### src/rtl/core_pkg.sv
package core_pkg;

    // datapath widths
    parameter int XLEN      = 32;
    parameter int INST_W    = 32;
    parameter int REG_IDX_W = 5;

    // major opcodes
    parameter logic [6:0] OPC_OP     = 7'h33;
    parameter logic [6:0] OPC_OP_IMM = 7'h13;
    parameter logic [6:0] OPC_LUI    = 7'h37;
    // reference trap opcode, used here as halt
    parameter logic [6:0] OPC_HALT   = 7'h6b;

    // funct3 of the kept alu ops, shared by OP and OP-IMM
    parameter logic [2:0] F3_ADD = 3'b000;
    parameter logic [2:0] F3_XOR = 3'b100;
    parameter logic [2:0] F3_OR  = 3'b110;
    parameter logic [2:0] F3_AND = 3'b111;

    typedef enum logic [2:0] {
        ALU_ADD    = 3'd0,
        ALU_SUB    = 3'd1,
        ALU_AND    = 3'd2,
        ALU_OR     = 3'd3,
        ALU_XOR    = 3'd4,
        // operand b straight through, for lui
        ALU_PASS_B = 3'd5
    } alu_op_e;

    // fetch to execute, 65 bits
    typedef struct packed {
        logic              valid;
        logic [XLEN-1:0]   pc;
        logic [INST_W-1:0] inst;
    } fetch_pkt_t;

    // retired instruction, 71 bits
    typedef struct packed {
        logic                 valid;
        logic                 wen;
        logic [REG_IDX_W-1:0] rd;
        logic [XLEN-1:0]      data;
        logic [XLEN-1:0]      pc;
    } commit_t;

endpackage

### src/rtl/core_top.sv
module core_top #(
    parameter logic [core_pkg::XLEN-1:0] PC_START = '0,
    parameter int                        CNT_W    = 32
) (
    input  logic                        mem2wb_inst_selfdefine_o,
    input  logic                        reset,
    input  logic                        if_ready_i,
    input  logic [core_pkg::INST_W-1:0] if_data_i,
    output logic                        if_req_o,
    output logic [core_pkg::XLEN-1:0]   if_addr_o,
    output core_pkg::commit_t           commit_o,
    output logic                        halted_o,
    output logic [CNT_W-1:0]            cycle_cnt_o,
    output logic [CNT_W-1:0]            instret_o
);

    import core_pkg::*;

    fetch_pkt_t           fetch_pkt;
    logic [REG_IDX_W-1:0] rs1_idx;
    logic [REG_IDX_W-1:0] rs2_idx;
    logic [XLEN-1:0]      rs1_data;
    logic [XLEN-1:0]      rs2_data;

    fetch_ctrl #(
        .PC_START(PC_START)
    ) i_fetch_ctrl (
        .mem2wb_inst_selfdefine_o(mem2wb_inst_selfdefine_o),
        .reset                   (reset),
        .if_ready_i              (if_ready_i),
        .if_data_i               (if_data_i),
        .if_req_o                (if_req_o),
        .if_addr_o               (if_addr_o),
        .fetch_o                 (fetch_pkt),
        .halted_o                (halted_o)
    );

    execute_stage i_execute_stage (
        .mem2wb_inst_selfdefine_o(mem2wb_inst_selfdefine_o),
        .reset                   (reset),
        .fetch_i                 (fetch_pkt),
        .rs1_idx_o               (rs1_idx),
        .rs2_idx_o               (rs2_idx),
        .rs1_data_i              (rs1_data),
        .rs2_data_i              (rs2_data),
        .commit_o                (commit_o)
    );

    // commit doubles as the writeback port
    reg_file i_reg_file (
        .mem2wb_inst_selfdefine_o(mem2wb_inst_selfdefine_o),
        .reset                   (reset),
        .rs1_idx_i               (rs1_idx),
        .rs2_idx_i               (rs2_idx),
        .rs1_data_o              (rs1_data),
        .rs2_data_o              (rs2_data),
        .wb_i                    (commit_o)
    );

    retire_counter #(
        .CNT_W(CNT_W)
    ) i_retire_counter (
        .mem2wb_inst_selfdefine_o(mem2wb_inst_selfdefine_o),
        .reset                   (reset),
        .halted_i                (halted_o),
        .commit_i                (commit_o),
        .cycle_cnt_o             (cycle_cnt_o),
        .instret_o               (instret_o)
    );

endmodule

### src/rtl/execute_stage.sv
module execute_stage (
    input  logic                           mem2wb_inst_selfdefine_o,
    input  logic                           reset,
    input  core_pkg::fetch_pkt_t           fetch_i,
    output logic [core_pkg::REG_IDX_W-1:0] rs1_idx_o,
    output logic [core_pkg::REG_IDX_W-1:0] rs2_idx_o,
    input  logic [core_pkg::XLEN-1:0]      rs1_data_i,
    input  logic [core_pkg::XLEN-1:0]      rs2_data_i,
    output core_pkg::commit_t              commit_o
);

    import core_pkg::*;

    logic [6:0]           opcode;
    logic [REG_IDX_W-1:0] rd;
    logic [2:0]           funct3;
    logic                 sub_bit;
    logic [XLEN-1:0]      imm_i;
    logic [XLEN-1:0]      imm_u;
    logic [XLEN-1:0]      imm;
    alu_op_e              alu_op;
    logic                 f3_ok;
    logic                 use_imm;
    logic                 imm_sel_u;
    logic                 supported;
    logic [XLEN-1:0]      op_a;
    logic [XLEN-1:0]      rs2_val;
    logic [XLEN-1:0]      op_b;
    logic [XLEN-1:0]      alu_res;
    logic                 res_valid_q;
    logic                 res_wen_q;
    logic [REG_IDX_W-1:0] res_rd_q;
    logic [XLEN-1:0]      res_data_q;
    logic [XLEN-1:0]      res_pc_q;

    assign opcode    = fetch_i.inst[6:0];
    assign rd        = fetch_i.inst[11:7];
    assign funct3    = fetch_i.inst[14:12];
    assign sub_bit   = fetch_i.inst[30];
    assign rs1_idx_o = fetch_i.inst[19:15];
    assign rs2_idx_o = fetch_i.inst[24:20];

    assign imm_i = {{(XLEN-12){fetch_i.inst[31]}}, fetch_i.inst[31:20]};
    assign imm_u = {fetch_i.inst[31:12], 12'b0};
    assign imm   = imm_sel_u ? imm_u : imm_i;

    always_comb begin
        f3_ok = 1'b1;
        case (funct3)
            // sub only exists in the register form
            F3_ADD: alu_op = (opcode == OPC_OP && sub_bit) ? ALU_SUB : ALU_ADD;
            F3_XOR: alu_op = ALU_XOR;
            F3_OR: alu_op = ALU_OR;
            F3_AND: alu_op = ALU_AND;
            default: begin
                alu_op = ALU_ADD;
                f3_ok  = 1'b0;
            end
        endcase
        use_imm   = 1'b0;
        imm_sel_u = 1'b0;
        supported = 1'b0;
        case (opcode)
            OPC_OP: supported = f3_ok;
            OPC_OP_IMM: begin
                supported = f3_ok;
                use_imm   = 1'b1;
            end
            OPC_LUI: begin
                supported = 1'b1;
                use_imm   = 1'b1;
                imm_sel_u = 1'b1;
                alu_op    = ALU_PASS_B;
            end
            default: supported = 1'b0;
        endcase
    end

    // result register still holds a write that has not reached the regfile
    assign op_a    = (res_valid_q && res_wen_q && res_rd_q == rs1_idx_o) ? res_data_q : rs1_data_i;
    assign rs2_val = (res_valid_q && res_wen_q && res_rd_q == rs2_idx_o) ? res_data_q : rs2_data_i;
    assign op_b    = use_imm ? imm : rs2_val;

    always_comb begin
        case (alu_op)
            ALU_ADD: alu_res = op_a + op_b;
            ALU_SUB: alu_res = op_a - op_b;
            ALU_AND: alu_res = op_a & op_b;
            ALU_OR: alu_res = op_a | op_b;
            ALU_XOR: alu_res = op_a ^ op_b;
            default: alu_res = op_b;
        endcase
    end

    always_ff @(posedge mem2wb_inst_selfdefine_o) begin
        if (reset) begin
            res_valid_q <= 1'b0;
            res_wen_q   <= 1'b0;
        end else begin
            res_valid_q <= fetch_i.valid;
            res_wen_q   <= fetch_i.valid & supported & (rd != '0);
        end
    end

    always_ff @(posedge mem2wb_inst_selfdefine_o) begin
        if (fetch_i.valid) begin
            res_rd_q   <= rd;
            // unsupported opcodes retire with zero data
            res_data_q <= supported ? alu_res : '0;
            res_pc_q   <= fetch_i.pc;
        end
    end

    assign commit_o = '{valid: res_valid_q, wen: res_wen_q, rd: res_rd_q,
                        data: res_data_q, pc: res_pc_q};

endmodule

### src/rtl/fetch_ctrl.sv
module fetch_ctrl #(
    parameter logic [core_pkg::XLEN-1:0] PC_START = '0
) (
    input  logic                        mem2wb_inst_selfdefine_o,
    input  logic                        reset,
    input  logic                        if_ready_i,
    input  logic [core_pkg::INST_W-1:0] if_data_i,
    output logic                        if_req_o,
    output logic [core_pkg::XLEN-1:0]   if_addr_o,
    output core_pkg::fetch_pkt_t        fetch_o,
    output logic                        halted_o
);

    import core_pkg::*;

    typedef enum logic [1:0] {
        ST_BOOT  = 2'd0,
        ST_FETCH = 2'd1,
        ST_HALT  = 2'd2
    } state_e;

    state_e            state_q;
    state_e            state_d;
    logic [XLEN-1:0]   pc_q;
    logic              pkt_valid_q;
    logic [XLEN-1:0]   pkt_pc_q;
    logic [INST_W-1:0] pkt_inst_q;
    logic              accept;
    logic              is_halt;

    assign if_req_o  = (state_q == ST_FETCH);
    assign if_addr_o = pc_q;
    assign halted_o  = (state_q == ST_HALT);

    // word taken at this edge
    assign accept  = if_req_o & if_ready_i;
    assign is_halt = (if_data_i[6:0] == OPC_HALT);

    always_comb begin
        state_d = state_q;
        case (state_q)
            ST_BOOT: state_d = ST_FETCH;
            ST_FETCH: begin
                if (accept && is_halt) begin
                    state_d = ST_HALT;
                end
            end
            default: state_d = ST_HALT;
        endcase
    end

    always_ff @(posedge mem2wb_inst_selfdefine_o) begin
        if (reset) begin
            state_q     <= ST_BOOT;
            pc_q        <= PC_START;
            pkt_valid_q <= 1'b0;
        end else begin
            state_q     <= state_d;
            // halt word never enters the pipe
            pkt_valid_q <= accept & ~is_halt;
            if (accept) begin
                pc_q <= pc_q + XLEN'(4);
            end
        end
    end

    always_ff @(posedge mem2wb_inst_selfdefine_o) begin
        if (accept && !is_halt) begin
            pkt_pc_q   <= pc_q;
            pkt_inst_q <= if_data_i;
        end
    end

    assign fetch_o = '{valid: pkt_valid_q, pc: pkt_pc_q, inst: pkt_inst_q};

endmodule

### src/rtl/reg_file.sv
module reg_file (
    input  logic                           mem2wb_inst_selfdefine_o,
    input  logic                           reset,
    input  logic [core_pkg::REG_IDX_W-1:0] rs1_idx_i,
    input  logic [core_pkg::REG_IDX_W-1:0] rs2_idx_i,
    output logic [core_pkg::XLEN-1:0]      rs1_data_o,
    output logic [core_pkg::XLEN-1:0]      rs2_data_o,
    input  core_pkg::commit_t              wb_i
);

    import core_pkg::*;

    localparam int NUM_REGS = 2**REG_IDX_W;

    // x0 has no storage
    logic [XLEN-1:0] regs_q [1:NUM_REGS-1];

    always_ff @(posedge mem2wb_inst_selfdefine_o) begin
        if (reset) begin
            for (int i = 1; i < NUM_REGS; i++) begin
                regs_q[i] <= '0;
            end
        end else if (wb_i.valid && wb_i.wen && wb_i.rd != '0) begin
            regs_q[wb_i.rd] <= wb_i.data;
        end
    end

    assign rs1_data_o = (rs1_idx_i == '0) ? '0 : regs_q[rs1_idx_i];
    assign rs2_data_o = (rs2_idx_i == '0) ? '0 : regs_q[rs2_idx_i];

endmodule

### src/rtl/retire_counter.sv
module retire_counter #(
    parameter int CNT_W = 32
) (
    input  logic              mem2wb_inst_selfdefine_o,
    input  logic              reset,
    input  logic              halted_i,
    input  core_pkg::commit_t commit_i,
    output logic [CNT_W-1:0]  cycle_cnt_o,
    output logic [CNT_W-1:0]  instret_o
);

    always_ff @(posedge mem2wb_inst_selfdefine_o) begin
        if (reset) begin
            cycle_cnt_o <= '0;
            instret_o   <= '0;
        end else begin
            // cycle count freezes once the core halts
            if (!halted_i) begin
                cycle_cnt_o <= cycle_cnt_o + CNT_W'(1);
            end
            // every retirement counts, write or not
            if (commit_i.valid) begin
                instret_o <= instret_o + CNT_W'(1);
            end
        end
    end

endmodule

### config.mk
export PLATFORM = sky130hd
export DESIGN_NAME = core_top
export DESIGN_NICKNAME = d
export VERILOG_FILES = /design/src/rtl/core_pkg.sv /design/src/rtl/core_top.sv /design/src/rtl/execute_stage.sv /design/src/rtl/fetch_ctrl.sv /design/src/rtl/reg_file.sv /design/src/rtl/retire_counter.sv
export SDC_FILE = /design/constraint.sdc
export NUM_CORES = 2
export LEC_CHECK = 0
export BUFFER_PORTS_ARGS = -buffer_cell sky130_fd_sc_hd__buf_2
export CORE_ASPECT_RATIO = 0.6
export CORE_MARGIN = 2
export CORE_UTILIZATION = 40
export DETAILED_ROUTE_END_ITERATION = 8
export SKIP_LAST_GASP = 1
export SYNTH_ARGS = -nofsm -noshare
export SYNTH_HDL_FRONTEND = slang
export SYNTH_SLANG_ARGS = --single-unit
### constraint.sdc
create_clock -name mem2wb_inst_selfdefine_o -period 9 [get_ports mem2wb_inst_selfdefine_o]
set_clock_uncertainty 0.15 [all_clocks]
set_input_delay 0 -clock mem2wb_inst_selfdefine_o [delete_from_list [all_inputs] [get_ports mem2wb_inst_selfdefine_o]]
set_output_delay 0 -clock mem2wb_inst_selfdefine_o [all_outputs]
set_load 0.03 [all_outputs]
==> flow_metrics.tcl <==
set metrics [dict create \
    status "finished with violations" \
    violations "max-capacitance violations" \
    crit_required_ns 9.37 \
    final-setup-viol-count 0 \
    clk_latency_ns 0.76 \
    syn-cell-area_um2 68230 \
    dpl_cell_area_um2 72160 \
    ant_nets 0 \
    cts_max_path_buffers 3 \
    wirelength_um 275800 \
    cp_slowest_cell "dfxtp_4" \
    gp_congestion 1.039 \
    yosys_warnings 0 \
    rsz0062_at_grt "false" \
    via_per_inst 6.502 \
    overflow 0 \
    ios 204 \
    antenna_found_initial 44 \
    synth-seq-area-share_pct 53.94 \
    synthArstFlopShare_pct 0 \
    critPathMaxFanout 38 \
    leakagePower_nw 27.90 \
    crit_chain "buf_12, mux4_2, a22oi_1, a2111oi_0, nor3_1, nand4_1, nor3_1, a21oi_1, xnor2_1, ha_1, a21o_1, a21o_1, a211oi_1, nand2_1, a31oi_1, o32ai_1, a221o_1, a221o_1, a21o_1, or2_2, mux2i_1, nor2_1" \
    final-hold-violation-count 0 \
    initial_utilization_pct 40.25 \
    fmax_mhz 122.6 \
    cts.sinks 1262 \
    crit_top_cell "a21o_1" \
    dp_hpwl_um 171100 \
    synth_edf_count 1153 \
    slew_violations 0 \
    root_buffer "clkbuf_16" \
    synth-main-ff-cell "edfxtp_1" \
    drc_errors 0 \
    num_vias 48538 \
    power_w 0.01412 \
    hold_path_class "input pin to flop" \
    timing.slew.headroom_pct 0.8569 \
    die_x_um 537.2 \
    cp-start-kind "flop" \
    path_class "flop to flop" \
    io_buffers 199 \
    die_y_um 323.9 \
    grt_pass1_vias 44469 \
    worstMarginPinSlew_ns 1.482 \
    synth-seq-cells 1262 \
    drive_gt1_share_pct 23.45 \
    cap_violations 1 \
    core_area_um2 169500 \
    cp.arrival_ns 8.52 \
    syn_avg_cell_area_um2 13.94 \
    rows 117 \
    irDropWorstVdd_mv 0.1666 \
    first_iter_violations 9483 \
    yosysUniqueCellTypes 84 \
    power.density_nw_per_um2 184.2 \
    grt_use_total_pct 31.21 \
    area_delta_synth_final_pct 12.31 \
    die_area_um2 174000 \
    min_period_ns 8.158 \
    hold_slack_ns 0.04736 \
    finalSetupTns_ns 0 \
    min_period_over_period_pct 90.65 \
    cts_tree "built" \
    routedWlPerCell_um 36.95 \
    clkTransAtPathRegs_ns 0.07 \
    grt_pass1_wl_um 373700 \
    numCtsBuffers 117 \
    h-tree-depth 3 \
    nNetsFinal 5200 \
    cp-end-kind "flop" \
    grt_max_degree 129 \
    syn_inst 4893 \
    drt-pass1-iter-count 6 \
    crit_path_max_incr_delay_ns 0.91 \
    final_area_um2 76630 \
]
-- flip-flops by register name, indices dropped and copies added, names as in the netlist, named ones only --
name,cells
i_execute_stage.res_data_q,32
i_retire_counter.cycle_cnt_o,32
i_reg_file.regs_q,1024
i_fetch_ctrl.pkt_inst_q,32
i_fetch_ctrl.pkt_pc_q,30
i_retire_counter.instret_o,32
i_execute_stage.res_rd_q,5
i_fetch_ctrl.state_q,2
i_execute_stage.res_wen_q,1
i_fetch_ctrl.pkt_valid_q,1
i_execute_stage.res_pc_q,30
i_fetch_ctrl.if_addr_o,30
i_execute_stage.res_valid_q,1
-- cell usage in the layout, fill, tap and decap left out, types with 26 or more instances in the layout --
cell type	netlist	routed
buf_2	31	198
dlygate4sd3_1	0	68
mux4_2	535	535
or2_2	37	37
edfxtp_1	1153	1153
nand3_1	50	50
nor2_4	0	32
mux2i_1	106	106
a22oi_1	41	41
a21oi_1	135	134
nor2_1	201	169
xnor2_1	62	62
mux4_1	28	28
nand2_1	220	220
buf_4	14	191
dfxtp_1	109	98
inv_1	79	77
and2_1	947	947
conb_1	1	36
and3_1	30	30
xor2_1	84	84
diode_2	0	39
a221oi_1	60	60
ha_1	99	99
clkbuf_1	342	29
a21o_1	32	32
clkinv_1	0	26
o21ai_0	110	110
clkbuf_16	0	118
nor3_1	89	88
-- metrics by stage --
step | utilization [%] | cells | worst slack (ns)
detailed placement | 42.56 | 7139 | 1.040
finish | 45.20 | 7465 | 0.8417
global placement | 42.56 | 7139 | 1.024
global route | 45.15 | 7429 | 0.5050
CTS | 45.14 | 7426 | 1.050
floorplan | - | 4928 | 2.185
-- power breakdown --
| part | leakage (nW) | switching, W | internal, W |
|---|---|---|---|
| combinational | 13.5 | 0.00138 | 0.000920 |
| sequential | 12.6 | 0.000177 | 0.00656 |
| clock | 1.79 | 0.00240 | 0.00267 |
-- critical path, delay by kind of cell (launching register included) --
kind            cells  cell delay, ns
compound gates     11            2.68
simple gates        6            2.50
flops               1            0.91
mux                 2            0.67
fa+ha+maj           1            0.38
buf+inv             1            0.34
xor+xnor            1            0.18
-- metal layers --
layer / GRT usage (%) / vias to the layer above / wire length [um]
met1: 46.48 / 24974 / 111600
met2: 40.83 / 4165 / 109400
li1: - / 18883 / -
met3: 12.35 / 506 / 45790
met5: 1.398 / - / 364
met4: 9.852 / 10 / 8619
-- cell families (layout without fill, tap and decap cells) --
group           Yosys count  in the layout  synth area share (%)
buf+inv                 530            767                 3.372
compound gates          496            496                 4.847
fa+ha+maj               100            100                 1.845
flops                  1262           1262                 53.94
simple gates           1687           1687                 13.79
other cells               1             75              0.005496
xor+xnor                146            146                 1.874
mux                     671            671                 20.33
-- synth_stat cells (28+ instances only) --
library cell,n,area share (%)
mux4_2,535,18
o21ai_0,110,0.81
mux4_1,28,1.1
nand2_1,220,1.2
buf_1,44,0.24
a21o_1,32,0.35
xor2_1,84,1.1
ha_1,99,1.8
and2_1,947,8.7
xnor2_1,62,0.80
a221oi_1,60,0.77
and3_1,30,0.28
nor3_1,89,0.65
clkbuf_1,342,1.9
nand3_1,50,0.37
dfxtp_1,109,3.2
nor2_1,201,1.1
or2_2,37,0.34
buf_2,31,0.23
a21oi_1,135,0.99
inv_1,79,0.43
edfxtp_1,1153,51
a22oi_1,41,0.45
mux2i_1,106,1.6
-- path summary, 6_finish.rpt --
check	depth (start not counted)	from	slack (ns)	endpoint
min	4	if_data_i[21]	0.05	flop
min reg2reg	0	i_fetch_ctrl.pkt_pc_q[7]	0.26	i_execute_stage.res_pc_q[7]
max reg2reg	22	flop	0.84	i_execute_stage.res_data_q[31]
max	22	flop	0.84	i_execute_stage.res_data_q[31]
-- area by class of cell --
type / instances / area (um2)
tap: 2261 / 2829
antenna: 39 / 97.59
clock inverter: 69 / 589.3
inverter: 79 / 296.5
sequential: 1262 / 36840
multi-input combinational: 3136 / 29530
fill: 14902 / 92890
timing repair buffer: 469 / 3346
clock buffer: 150 / 3103
-- repair_timing --
item	in CTS	in global routing
resized for setup	0	0
setup buffers	0	0
endpoints found under the hold margin	102	0
endpoints found under the setup margin	0	0
hold buffers	68	0
(Power assumes the default switching activity.)
